$ cat src/rtl/iso14443a_consts.svh
// fixed timing and width constants for the ISO 14443 Type A receive path
// included by the packages and by any module that compares against the windows
`ifndef ISO14443A_CONSTS_SVH
`define ISO14443A_CONSTS_SVH

// --------------------------------------------------
// air interface bit timing, in carrier clock ticks
// --------------------------------------------------
// one bit time at 106 kbit/s
`define ISO_BIT_TICKS   (128)
// an X pause sits half a bit time into the bit
`define ISO_HALF_BIT    (`ISO_BIT_TICKS / 2)

// --------------------------------------------------
// widened decode windows, measured between pause ends
// --------------------------------------------------
// shortest legal gap after a Y
`define SEQ_WIN_MIN     (8)
// timeout after X or Y, Z/X boundary after Z
`define SEQ_WIN_SHORT   (`ISO_BIT_TICKS + 4)
// timeout after Z
`define SEQ_WIN_LONG    (`ISO_BIT_TICKS + `ISO_HALF_BIT + 4)
// three quiet bit times after a timing error
`define SEQ_WIN_ERR     (3 * `ISO_BIT_TICKS)

// widths
`define RX_COUNTER_W    9
`define RX_SYNC_STAGES  2
`define RX_BYTE_W       8
`define RX_BITCNT_W     4

`endif

$ cat src/rtl/iso14443a_pkg.sv
// types for the reader-to-card air interface: Miller sequences and the bit stream
// used by the sequence decoder and everything that consumes its output
`include "iso14443a_consts.svh"

package iso14443a_pkg;

    // --------------------------------------------------
    // modified Miller sequences
    // --------------------------------------------------
    // X: pause half way into the bit time
    // Y: no pause for the whole bit time
    // Z: pause at the start of the bit time
    // ERROR: pause outside every legal window
    typedef enum logic [1:0] {
        X     = 2'd0,
        Y     = 2'd1,
        Z     = 2'd2,
        ERROR = 2'd3
    } pcd_seq_e;

    // ticks counted since the last pause end
    typedef logic [`RX_COUNTER_W-1:0] gap_cnt_t;

    // --------------------------------------------------
    // decoded bit stream
    // --------------------------------------------------
    // every flag is a one cycle strobe, at most one high per cycle
    // data only means something while data_valid is high
    typedef struct packed {
        logic soc;
        logic eoc;
        logic error;
        logic data_valid;
        logic data;
    } rx_bit_s;

endpackage

$ cat src/rtl/rx_frame_pkg.sv
// types for the decoded frame output of the receive path
// shared by the byte assembler and the blocks that take its bytes
`include "iso14443a_consts.svh"

package rx_frame_pkg;

    // one received byte value
    typedef logic [`RX_BYTE_W-1:0] rx_data_t;

    // number of valid bits in a byte, 1 to 8
    typedef logic [`RX_BITCNT_W-1:0] rx_bitcnt_t;

    // --------------------------------------------------
    // received byte as seen by the protocol layer
    // --------------------------------------------------
    // partial bytes come right aligned, lsb first on air
    typedef struct packed {
        rx_data_t   data;
        rx_bitcnt_t bit_count;
        logic       parity_error;
    } rx_byte_s;

    // byte assembler FSM
    typedef enum logic [1:0] {
        IDLE    = 2'd0,
        DATA    = 2'd1,
        PARITY  = 2'd2,
        DISCARD = 2'd3
    } asm_state_e;

endpackage

$ cat src/rtl/sequence_decode.sv
// turns the pause signal of the analogue front end into Miller sequences
// and then into a strobed bit stream with SOC, EOC and error markers
`include "iso14443a_consts.svh"

module sequence_decode (
    input  logic                  clk,
    input  logic                  rst_n,
    // asynchronous, low while the field is paused
    input  logic                  pause_n,
    output iso14443a_pkg::rx_bit_s bit_stream
);

    // window limits as counter sized values
    localparam iso14443a_pkg::gap_cnt_t WIN_MIN   = iso14443a_pkg::gap_cnt_t'(`SEQ_WIN_MIN);
    localparam iso14443a_pkg::gap_cnt_t WIN_HALF  = iso14443a_pkg::gap_cnt_t'(`ISO_HALF_BIT);
    localparam iso14443a_pkg::gap_cnt_t WIN_SHORT = iso14443a_pkg::gap_cnt_t'(`SEQ_WIN_SHORT);
    localparam iso14443a_pkg::gap_cnt_t WIN_LONG  = iso14443a_pkg::gap_cnt_t'(`SEQ_WIN_LONG);
    localparam iso14443a_pkg::gap_cnt_t WIN_ERR   = iso14443a_pkg::gap_cnt_t'(`SEQ_WIN_ERR);

    // --------------------------------------------------
    // synchroniser and end of pause detection
    // --------------------------------------------------
    logic [`RX_SYNC_STAGES-1:0] sync_q;
    logic                       pause_sync;
    logic                       last_pause_n;
    logic                       pause_end;

    // resets to all ones, i.e. not in a pause
    always_ff @(posedge clk or negedge rst_n) begin
        if (!rst_n) begin
            sync_q       <= '1;
            last_pause_n <= 1'b1;
        end else begin
            sync_q       <= {sync_q[`RX_SYNC_STAGES-2:0], pause_n};
            last_pause_n <= pause_sync;
        end
    end

    assign pause_sync = sync_q[`RX_SYNC_STAGES-1];
    // rising edge of the synchronised pause signal
    assign pause_end  = !last_pause_n && pause_sync;

    // --------------------------------------------------
    // sequence classifier
    // --------------------------------------------------
    iso14443a_pkg::gap_cnt_t gap_cnt;
    iso14443a_pkg::pcd_seq_e seq;
    iso14443a_pkg::pcd_seq_e seq_on_pause;
    logic                    seq_valid;
    logic                    seq_soc;
    logic                    idle;
    logic                    timed_out;

    // what a pause ending right now would mean, given the last sequence
    always_comb begin
        case (seq)
            iso14443a_pkg::X: begin
                // a pause earlier than half a bit would be Z after X, not legal
                if (gap_cnt < WIN_HALF) begin
                    seq_on_pause = iso14443a_pkg::ERROR;
                end else begin
                    seq_on_pause = iso14443a_pkg::X;
                end
            end
            iso14443a_pkg::Z: begin
                if (gap_cnt < WIN_HALF) begin
                    seq_on_pause = iso14443a_pkg::ERROR;
                end else if (gap_cnt < WIN_SHORT) begin
                    seq_on_pause = iso14443a_pkg::Z;
                end else begin
                    seq_on_pause = iso14443a_pkg::X;
                end
            end
            iso14443a_pkg::Y: begin
                // after Y the counter started at the timeout, so gaps run short
                if (gap_cnt < WIN_MIN) begin
                    seq_on_pause = iso14443a_pkg::ERROR;
                end else if (gap_cnt < WIN_HALF) begin
                    seq_on_pause = iso14443a_pkg::Z;
                end else begin
                    seq_on_pause = iso14443a_pkg::X;
                end
            end
            // once in error, stay there until the quiet time runs out
            default: seq_on_pause = iso14443a_pkg::ERROR;
        endcase
    end

    // no pause inside the window, so this bit time was a Y
    always_comb begin
        case (seq)
            iso14443a_pkg::X:     timed_out = (gap_cnt == WIN_SHORT);
            iso14443a_pkg::Y:     timed_out = (gap_cnt == WIN_SHORT);
            iso14443a_pkg::Z:     timed_out = (gap_cnt == WIN_LONG);
            default:              timed_out = (gap_cnt == WIN_ERR);
        endcase
    end

    always_ff @(posedge clk or negedge rst_n) begin
        if (!rst_n) begin
            idle      <= 1'b1;
            seq       <= iso14443a_pkg::Y;
            seq_valid <= 1'b0;
            seq_soc   <= 1'b0;
            gap_cnt   <= '0;
        end else begin
            seq_valid <= 1'b0;
            seq_soc   <= 1'b0;
            if (idle) begin
                // first pause from idle is the Z of SOC
                if (pause_end) begin
                    idle      <= 1'b0;
                    seq       <= iso14443a_pkg::Z;
                    seq_valid <= 1'b1;
                    seq_soc   <= 1'b1;
                    gap_cnt   <= iso14443a_pkg::gap_cnt_t'(1);
                end
            end else if (pause_end) begin
                gap_cnt <= iso14443a_pkg::gap_cnt_t'(1);
                seq     <= seq_on_pause;
                // pauses while in error are swallowed
                seq_valid <= (seq != iso14443a_pkg::ERROR);
            end else if (timed_out) begin
                gap_cnt   <= iso14443a_pkg::gap_cnt_t'(1);
                seq       <= iso14443a_pkg::Y;
                seq_valid <= 1'b1;
                // second Y in a row, the reader has stopped talking
                if (seq == iso14443a_pkg::Y) begin
                    idle <= 1'b1;
                end
            end else begin
                gap_cnt <= gap_cnt + 1'b1;
            end
        end
    end

    // --------------------------------------------------
    // sequences to bits, SOC, EOC and error
    // --------------------------------------------------
    // each bit is only known once the next sequence arrives
    iso14443a_pkg::pcd_seq_e prev_seq;
    logic                    prev_soc;
    logic                    in_frame;
    logic                    prev_is_zero;

    // Y and Z both carry a logic 0
    assign prev_is_zero = (prev_seq == iso14443a_pkg::Y) || (prev_seq == iso14443a_pkg::Z);

    always_ff @(posedge clk or negedge rst_n) begin
        if (!rst_n) begin
            prev_seq   <= iso14443a_pkg::Y;
            prev_soc   <= 1'b0;
            in_frame   <= 1'b0;
            bit_stream <= '0;
        end else begin
            bit_stream <= '0;
            if (seq_valid) begin
                prev_seq <= seq;
                prev_soc <= seq_soc;
                if (seq_soc) begin
                    // nothing to say until the following sequence
                end else if (prev_soc) begin
                    bit_stream.soc <= 1'b1;
                    in_frame       <= 1'b1;
                end else if (in_frame) begin
                    if (prev_is_zero && (seq == iso14443a_pkg::Y)) begin
                        // logic 0 then Y closes the frame
                        bit_stream.eoc <= 1'b1;
                        in_frame       <= 1'b0;
                    end else if (prev_seq == iso14443a_pkg::ERROR) begin
                        bit_stream.error <= 1'b1;
                    end else begin
                        bit_stream.data_valid <= 1'b1;
                        bit_stream.data       <= (prev_seq == iso14443a_pkg::X);
                    end
                end
            end
        end
    end

    // --------------------------------------------------
    // checks
    // --------------------------------------------------
    // eoc needs a data bit between it and soc, so never both at once
    soc_eoc_exclusive: assert property (@(posedge clk) disable iff (!rst_n)
        !(bit_stream.soc && bit_stream.eoc));

    // every window restarts the counter before the error quiet time
    gap_cnt_bounded: assert property (@(posedge clk) disable iff (!rst_n)
        gap_cnt <= WIN_ERR);

endmodule

$ cat src/rtl/rx_byte_assembler.sv
// packs the decoded bit stream into bytes with odd parity check
// and flushes a trailing partial byte, such as a short frame, at EOC
`include "iso14443a_consts.svh"

module rx_byte_assembler (
    input  logic                    clk,
    input  logic                    rst_n,
    input  iso14443a_pkg::rx_bit_s  bit_stream,
    output rx_frame_pkg::rx_byte_s  rx_byte,
    output logic                    byte_valid,
    output logic                    frame_start,
    output logic                    frame_end,
    output logic                    frame_error
);

    localparam rx_frame_pkg::rx_bitcnt_t FULL_BYTE = rx_frame_pkg::rx_bitcnt_t'(`RX_BYTE_W);
    localparam rx_frame_pkg::rx_bitcnt_t LAST_BIT  = rx_frame_pkg::rx_bitcnt_t'(`RX_BYTE_W - 1);

    rx_frame_pkg::asm_state_e state;
    rx_frame_pkg::rx_bitcnt_t bit_cnt;
    rx_frame_pkg::rx_data_t   data_q;
    // running xor of the data bits of the current byte
    logic                     par_acc;

    logic take_bit;
    logic take_par;
    logic flush;

    // --------------------------------------------------
    // actions this cycle
    // --------------------------------------------------
    always_comb begin
        take_bit = (state == rx_frame_pkg::DATA) && bit_stream.data_valid;
        take_par = (state == rx_frame_pkg::PARITY) && bit_stream.data_valid;
        // eoc with some bits held, 8 held means the parity bit never came
        flush    = bit_stream.eoc &&
                   (((state == rx_frame_pkg::DATA) && (bit_cnt != '0)) ||
                    (state == rx_frame_pkg::PARITY));
    end

    // --------------------------------------------------
    // FSM and strobes
    // --------------------------------------------------
    always_ff @(posedge clk or negedge rst_n) begin
        if (!rst_n) begin
            state       <= rx_frame_pkg::IDLE;
            bit_cnt     <= '0;
            par_acc     <= 1'b0;
            byte_valid  <= 1'b0;
            frame_start <= 1'b0;
            frame_end   <= 1'b0;
            frame_error <= 1'b0;
        end else begin
            byte_valid  <= take_par || flush;
            frame_start <= 1'b0;
            frame_end   <= 1'b0;
            frame_error <= 1'b0;
            if (bit_stream.soc) begin
                // a new frame always starts clean
                state       <= rx_frame_pkg::DATA;
                bit_cnt     <= '0;
                par_acc     <= 1'b0;
                frame_start <= 1'b1;
            end else begin
                case (state)
                    rx_frame_pkg::DATA, rx_frame_pkg::PARITY: begin
                        if (take_bit) begin
                            bit_cnt <= bit_cnt + 1'b1;
                            par_acc <= par_acc ^ bit_stream.data;
                            if (bit_cnt == LAST_BIT) begin
                                state <= rx_frame_pkg::PARITY;
                            end
                        end else if (take_par) begin
                            bit_cnt <= '0;
                            par_acc <= 1'b0;
                            state   <= rx_frame_pkg::DATA;
                        end else if (bit_stream.eoc) begin
                            frame_end <= 1'b1;
                            state     <= rx_frame_pkg::IDLE;
                        end else if (bit_stream.error) begin
                            // partial byte is lost, wait for the frame to close
                            frame_error <= 1'b1;
                            state       <= rx_frame_pkg::DISCARD;
                        end
                    end
                    rx_frame_pkg::DISCARD: begin
                        if (bit_stream.eoc) begin
                            frame_end <= 1'b1;
                            state     <= rx_frame_pkg::IDLE;
                        end
                    end
                    default: begin
                        // idle, anything but soc is ignored
                    end
                endcase
            end
        end
    end

    // --------------------------------------------------
    // byte payload
    // --------------------------------------------------
    always_ff @(posedge clk) begin
        // lsb arrives first, so each bit lands at its final position
        if (bit_stream.soc || take_par) begin
            data_q <= '0;
        end else if (take_bit) begin
            data_q[bit_cnt[2:0]] <= bit_stream.data;
        end
        if (take_par) begin
            rx_byte.data         <= data_q;
            rx_byte.bit_count    <= FULL_BYTE;
            // odd parity, so an even count of ones is an error
            rx_byte.parity_error <= ~(par_acc ^ bit_stream.data);
        end else if (flush) begin
            rx_byte.data         <= data_q;
            rx_byte.bit_count    <= bit_cnt;
            rx_byte.parity_error <= 1'b0;
        end
    end

    // --------------------------------------------------
    // checks
    // --------------------------------------------------
    byte_from_data_state: assert property (@(posedge clk) disable iff (!rst_n)
        byte_valid |-> ($past(state) == rx_frame_pkg::DATA ||
                        $past(state) == rx_frame_pkg::PARITY));

    bit_cnt_in_range: assert property (@(posedge clk) disable iff (!rst_n)
        bit_cnt <= FULL_BYTE);

endmodule

$ cat src/rtl/iso14443a_rx.sv
// receive path of an ISO 14443 Type A card, reader to card direction
// takes the front end pause signal and delivers framed bytes

module iso14443a_rx (
    input  logic                   clk,
    input  logic                   rst_n,
    // asynchronous pause indication, low during a pause
    input  logic                   pause_n,
    output rx_frame_pkg::rx_byte_s rx_byte,
    output logic                   byte_valid,
    output logic                   frame_start,
    output logic                   frame_end,
    output logic                   frame_error
);

    // --------------------------------------------------
    // decoder to assembler
    // --------------------------------------------------
    iso14443a_pkg::rx_bit_s bit_stream;

    // Miller decoding, bits come out one bit time late
    sequence_decode sequence_decode_i (
        .clk        (clk),
        .rst_n      (rst_n),
        .pause_n    (pause_n),
        .bit_stream (bit_stream)
    );

    // bytes, parity and frame markers
    rx_byte_assembler rx_byte_assembler_i (
        .clk         (clk),
        .rst_n       (rst_n),
        .bit_stream  (bit_stream),
        .rx_byte     (rx_byte),
        .byte_valid  (byte_valid),
        .frame_start (frame_start),
        .frame_end   (frame_end),
        .frame_error (frame_error)
    );

endmodule

$ cat config.mk
export PLATFORM = sky130hd
export DESIGN_NAME = iso14443a_rx
export DESIGN_NICKNAME = d
export VERILOG_FILES = /design/src/rtl/iso14443a_pkg.sv /design/src/rtl/rx_frame_pkg.sv /design/src/rtl/sequence_decode.sv /design/src/rtl/rx_byte_assembler.sv /design/src/rtl/iso14443a_rx.sv
export VERILOG_INCLUDE_DIRS = /design/src /design/src/rtl
export SDC_FILE = /design/constraint.sdc
export NUM_CORES = 1
export LEC_CHECK = 0
export BUFFER_PORTS_ARGS = -buffer_cell sky130_fd_sc_hd__buf_4
export CAP_MARGIN = 5
export CORE_UTILIZATION = 50
export CTS_BUF_LIST = sky130_fd_sc_hd__clkbuf_8
export CTS_CLUSTER_SIZE = 28
export DETAILED_ROUTE_END_ITERATION = 8
export PLACE_DENSITY = 0.78
export SLEW_MARGIN = 15
export SYNTH_ARGS = -nofsm -noshare
export SYNTH_HDL_FRONTEND = slang
export SYNTH_SLANG_ARGS = --single-unit
$ cat constraint.sdc
create_clock -name clk -period 1.8 [get_ports clk]
set_input_delay 0.18 -clock clk [delete_from_list [all_inputs] [get_ports clk]]
set_output_delay 0.18 -clock clk [all_outputs]
set_load 0.05 [all_outputs]
# Word-level counts from Yosys, hierarchy flattened
# Index checks and enable logic that the tools add are counted.
[classes]
add_sub_neg = 2
n_lt_le_gt_ge = 5
n_eq_ne = 17
mux = 70
bitwise_logic = 3
n_reduce_logical = 26
[op_table]
columns = ["operator", "count"]
rows = [
  ["$mux 9", 4],
  ["$mux 2", 17],
  ["$mux 1", 32],
  ["$mux 13", 2],
  ["$mux 4", 6],
  ["$eq 9x8->1 const B", 2],
  ["$eq 2x2->1 const B", 5],
  ["$mux 5", 2],
  ["$add 9x1->9 const B", 1],
  ["$eq 9x9->1 const B", 1],
  ["$lt 9x4->1 const B", 1],
  ["$lt 9x7->1 const B", 1],
  ["$lt 9x8->1 const B", 1],
  ["$bwmux 8", 1],
  ["$logic_and 1x1->1", 7],
  ["$eq 2x1->1 const B", 3],
  ["$ne 6x4->1 const B", 1],
  ["$pmux 2 s3", 1],
  ["$reduce_and 2->1", 3],
  ["$reduce_bool 2->1", 3],
  ["$reduce_bool 3->1", 2],
  ["$add 4x1->4 const B", 1],
  ["$eq 4x3->1 const B", 1],
  ["$logic_not 2->1", 2],
  ["17 further kinds", 23],
]
[word_totals]
register_bits = 58
word_cells = 149

# Logic depth before layout (Yosys ltp)
[depth]
word_depth = 8
mapped_depth = 7
depth_no_buf = 6

# Modules after synthesis
# A second synthesis with hierarchy kept.
[unflattened]
cells_unflattened = 278
area_unflattened_um2 = 2755.1
[by_module_without_submodules]
columns = ["module", "n_inst", "cells_per_inst", "area_per_inst_um2", "seq_area_each_um2"]
rows = [
  ["rx_byte_assembler", 1, 153, 1507.7, 785.8],
  ["sequence_decode", 1, 125, 1247.4, 658.1],
]

# Worst setup path after synthesis
# OpenSTA, ideal clock, no wires.
[synth_path]
path_type = "reg2reg"
from = "register rx_byte_assembler_i.bit_cnt[0] (netlist name)"
to = "register rx_byte_assembler_i.rx_byte[10] (netlist name)"
setup_time_ns = 0.255
t_arrival_ns = 1.686
t_required_ns = 1.545
slack_ns = -0.141
stages_incl_launch_ff = 8
path_buffers = 1
cell_sequence = "dfrtp_1 clkbuf_1 inv_1 ha_1 or3b_1 nand3_1 nand2_1 and2_1"

# Worst setup path after layout
[layout_path]
from = "register sequence_decode_i.gap_cnt[1]"
to = "register sequence_decode_i.gap_cnt[1]"
[layout_via]
elab_chain_cells = 5
[layout_lines]
columns = ["element", "line", "text"]
rows = [
  ["from (decl)", "sequence_decode.sv:46", "iso14443a_pkg::gap_cnt_t gap_cnt;"],
  ["from (signal assigned)", "sequence_decode.sv:116", "gap_cnt <= iso14443a_pkg::gap_cnt_t'(1);"],
  ["from (signal assigned)", "sequence_decode.sv:119", "gap_cnt <= iso14443a_pkg::gap_cnt_t'(1);"],
  ["from (signal assigned)", "sequence_decode.sv:124", "gap_cnt <= iso14443a_pkg::gap_cnt_t'(1);"],
  ["branches (longest 2 deep; another with $add 9x1->9)", "n/a", ""],
  ["$mux 9 *", "sequence_decode.sv:123", "end else if (timed_out) begin"],
  ["$mux 9 *", "sequence_decode.sv:118", "end else if (pause_end) begin"],
  ["$mux 9 *", "sequence_decode.sv:109", "if (idle) begin"],
]
# Mark *: on every way between the ends.
# A chain may end at the register's enable or synchronous reset.

==> results.yml <==
run_status:
  status: "finished, final reports clean"
global_route:
  grt_max_degree: 38
  overflow: 0
  grt_pass1_wl_um: 9397
  grtUsageTotal_pct: 20.29
  antenna_found_initial: 0
  grt_pass1_vias: 2143
job:
  drv_cap: 0
synth:
  ys_ff_latch: 58
  ys_seq_area_share_pct: 52.31
  yosysUniqueCellTypes: 48
  synth_fp_nets: 281
  synth_ff_type: "dfrtp_1"
  netlist_instances: 267
  yosysWarnings: 0
  syn_area_sq_mm: 0.002760
  synth_edf_count: 9
  avgSynthCellArea_sq_um: 10.34
  synthArstFlopShare_pct: 63.79
timing:
  period_minus_slack_ns: 1.755
  period_share_pct: 97.51
  worst_pin_slew_ns: 0.4574
  max_freq_ghz: 0.5698
  rsz0062_at_grt: "no"
  slew-limit-headroom_pct: 69.51
  skew_ns: 0.005919
  tns_ns: 0
  finalHoldViolCount: 0
  setup_viol: 0
  finalMaxSlewViolations: 0
route:
  drt_first_pass_iters: 4
  wire_per_inst_um: 13.37
  dr.first_iter.drc_count: 143
  vias_per_cell: 5.297
  drc: 0
  ant_nets: 0
  routed_wl_um: 5094
  vias: 2018
place:
  dp_cells: 360
  post-dp-hpwl_um: 3521
  place.gp.congestion: 0.8842
  port_buffers: 19
cts:
  clk-insertion-delay-late_ns: 0.33
  cts_buffers: 9
  clock-sinks: 58
  cts_buffer_depth: 2
  cts_max_level: 3
  clk_pin_slew_worst_paths_ns: 0.07
  cts_tree: "yes"
  cts_root_buffer: "clkbuf_8"
cells_and_area:
  fin_nets: 320
  layout-drive-gt1-share_pct: 21.54
  syn2layout_area_growth_pct: 21.08
  finalNonFillerCells: 381
  final_common_cell: "buf_4"
  diodes: 0
  layout_common_cells: "buf_4 (36), dfrtp_1 (31), nand2_1 (24)"
floorplan:
  die_area_sq_mm: 0.005822
  rows: 26
  die_w_um: 76.30
  fp.dieH_um: 76.30
  initial_core_util_pct: 53.03
  io_pins: 20
  core_area_sq_mm: 0.005205
worst_setup_path:
  worstSetupEndpointType: "register"
  reg2reg_to: "sequence_decode_i.gap_cnt[1]"
  startpoint_type: "register"
  r2r_slack_ns: 0.04
  rr_worst_depth: 3
  r2r-start: "sequence_decode_i.gap_cnt[1]"
  worstSetupPathType: "reg2reg"
  critical_path.max_fanout: 5
  cp.required_ns: 2.01
  critPathArrivalTime_ns: 1.97
power:
  ir_drop_v: 0.0008260
  power-per-cell-area_mw_per_mm2: 934.1
  p_leak_nw: 1.466
min_path:
  hold_class: "in2async"
[power breakdown]
group	internal (mW)	switching, mW
registers	1.38	0.0551
logic	0.128	0.148
clock network	0.905	0.505
[per-layer routing]
layer / wire [um] / part of all wire (%) / GRT usage, % / vias to the layer above
li1: - / - / - / 1011
met1: 2302 / 45 / 23.37 / 971
met2: 2572 / 50 / 35.41 / 29
met3: 156 / 3.1 / 6.347 / 7
met4: 63 / 1.2 / 7.115 / 0
met5: 0 / 0 / 0 / -
[kinds of logic after synthesis]
logic type / synth area share (%)
xor gates and xnor gates: 2.221
adders and majority gates: 4.986
AOI/OAI and AO/OA: 11.06
muxes: 5.485
and+or+nand+nor: 21.08
DFF: 52.31
buffers and inverters: 2.856
[state kept, by name (all words and copies together), names as in the netlist]
name,flops
sequence_decode_i.bit_stream,5
rx_byte_assembler_i.bit_cnt,4
sequence_decode_i.in_frame,1
sequence_decode_i.sync_q,2
rx_byte_assembler_i.frame_end,1
rx_byte_assembler_i.byte_valid,1
rx_byte_assembler_i.rx_byte,13
sequence_decode_i.seq_valid,1
sequence_decode_i.seq_soc,1
rx_byte_assembler_i.data_q,8
sequence_decode_i.prev_seq,2
sequence_decode_i.idle,1
sequence_decode_i.prev_soc,1
sequence_decode_i.last_pause_n,1
rx_byte_assembler_i.frame_start,1
sequence_decode_i.seq,2
rx_byte_assembler_i.state,2
sequence_decode_i.gap_cnt,9
rx_byte_assembler_i.par_acc,1
rx_byte_assembler_i.frame_error,1
[how the worst max path moves through the flow]
stage                                   start                               to  slack [ns]  cells after the start
2_1_floorplan  rx_byte_assembler_i.bit_cnt[0]  rx_byte_assembler_i.rx_byte[10]        0.03                      7
3_3_place_gp     sequence_decode_i.gap_cnt[1]         sequence_decode_i.seq[1]        0.09                      3
3_5_place_dp     sequence_decode_i.gap_cnt[1]     sequence_decode_i.gap_cnt[1]        0.08                      3
4_1_cts          sequence_decode_i.gap_cnt[1]     sequence_decode_i.gap_cnt[1]        0.05                      3
5_1_grt          sequence_decode_i.gap_cnt[0]      sequence_decode_i.seq_valid       0.003                      7
6_report         sequence_decode_i.gap_cnt[1]     sequence_decode_i.gap_cnt[1]        0.04                      3
[per-stage QoR]
step	hold slack, ns	cell area, sq um	total power [mW]	worst slack [ns]	utilization, %
2_1_floorplan	-0.1156	2768	1.622	0.02581	-
3_3_place_gp	0.1716	3065	1.721	0.09411	58.89
3_5_place_dp	0.1712	3065	1.732	0.07641	58.89
4_1_cts	0.3552	3317	3.148	0.05346	63.73
5_1_grt	0.3658	3342	3.258	0.002787	64.21
6_report	0.3473	3342	3.122	0.04489	64.21
[timing repair]
item                                   4_1_cts  5_1_grt
hold buffers                                 2        0
endpoints found under the hold margin       32        0
buffers inserted                             0        3
setup endpoints to repair                    0       11
gates resized for setup                      0        2
[Yosys cell counts (2+ instances only)]
| cell | n | area (sq um) |
|---|---|---|
| and2_1 | 11 | 68.82 |
| o211ai_1 | 2 | 15.01 |
| dfxtp_1 | 12 | 240.2 |
| xnor2_1 | 6 | 52.55 |
| mux2i_1 | 14 | 140.1 |
| a21oi_1 | 14 | 70.07 |
| nor2b_1 | 6 | 37.54 |
| nor3_1 | 17 | 85.08 |
| dfstp_2 | 6 | 157.7 |
| nand3b_1 | 3 | 22.52 |
| nor4b_1 | 2 | 17.52 |
| clkbuf_1 | 10 | 37.54 |
| edfxtp_1 | 9 | 270.3 |
| nand2_1 | 25 | 93.84 |
| o22ai_1 | 2 | 12.51 |
| and3b_1 | 2 | 17.52 |
| nor2_1 | 23 | 86.33 |
| o21ai_0 | 9 | 45.04 |
| nand3_1 | 6 | 30.03 |
| dfrtp_1 | 31 | 775.7 |
| nor4_1 | 2 | 12.51 |
| a21o_1 | 4 | 30.03 |
| ha_1 | 11 | 137.6 |
| inv_1 | 11 | 41.29 |
| nand2b_1 | 6 | 37.54 |
[area by class of cell]
type / instances / area (sq um)
Tap cell: 70 / 87.58
Clock buffer: 9 / 123.9
Timing Repair Buffer: 38 / 290.3
Multi-Input combinational cell: 188 / 1247
Clock inverter: 7 / 107.6
Sequential cell: 58 / 1444
Fill cell: 441 / 1863
Inverter: 11 / 41.29
[worst max-delay path, stage by stage, from the launching register on]
cell and delay [ns]:
dfrtp_1 0.42, or4_4 0.57, a211o_2 0.40, a41o_1 0.25
(Power assumes the default switching activity.)
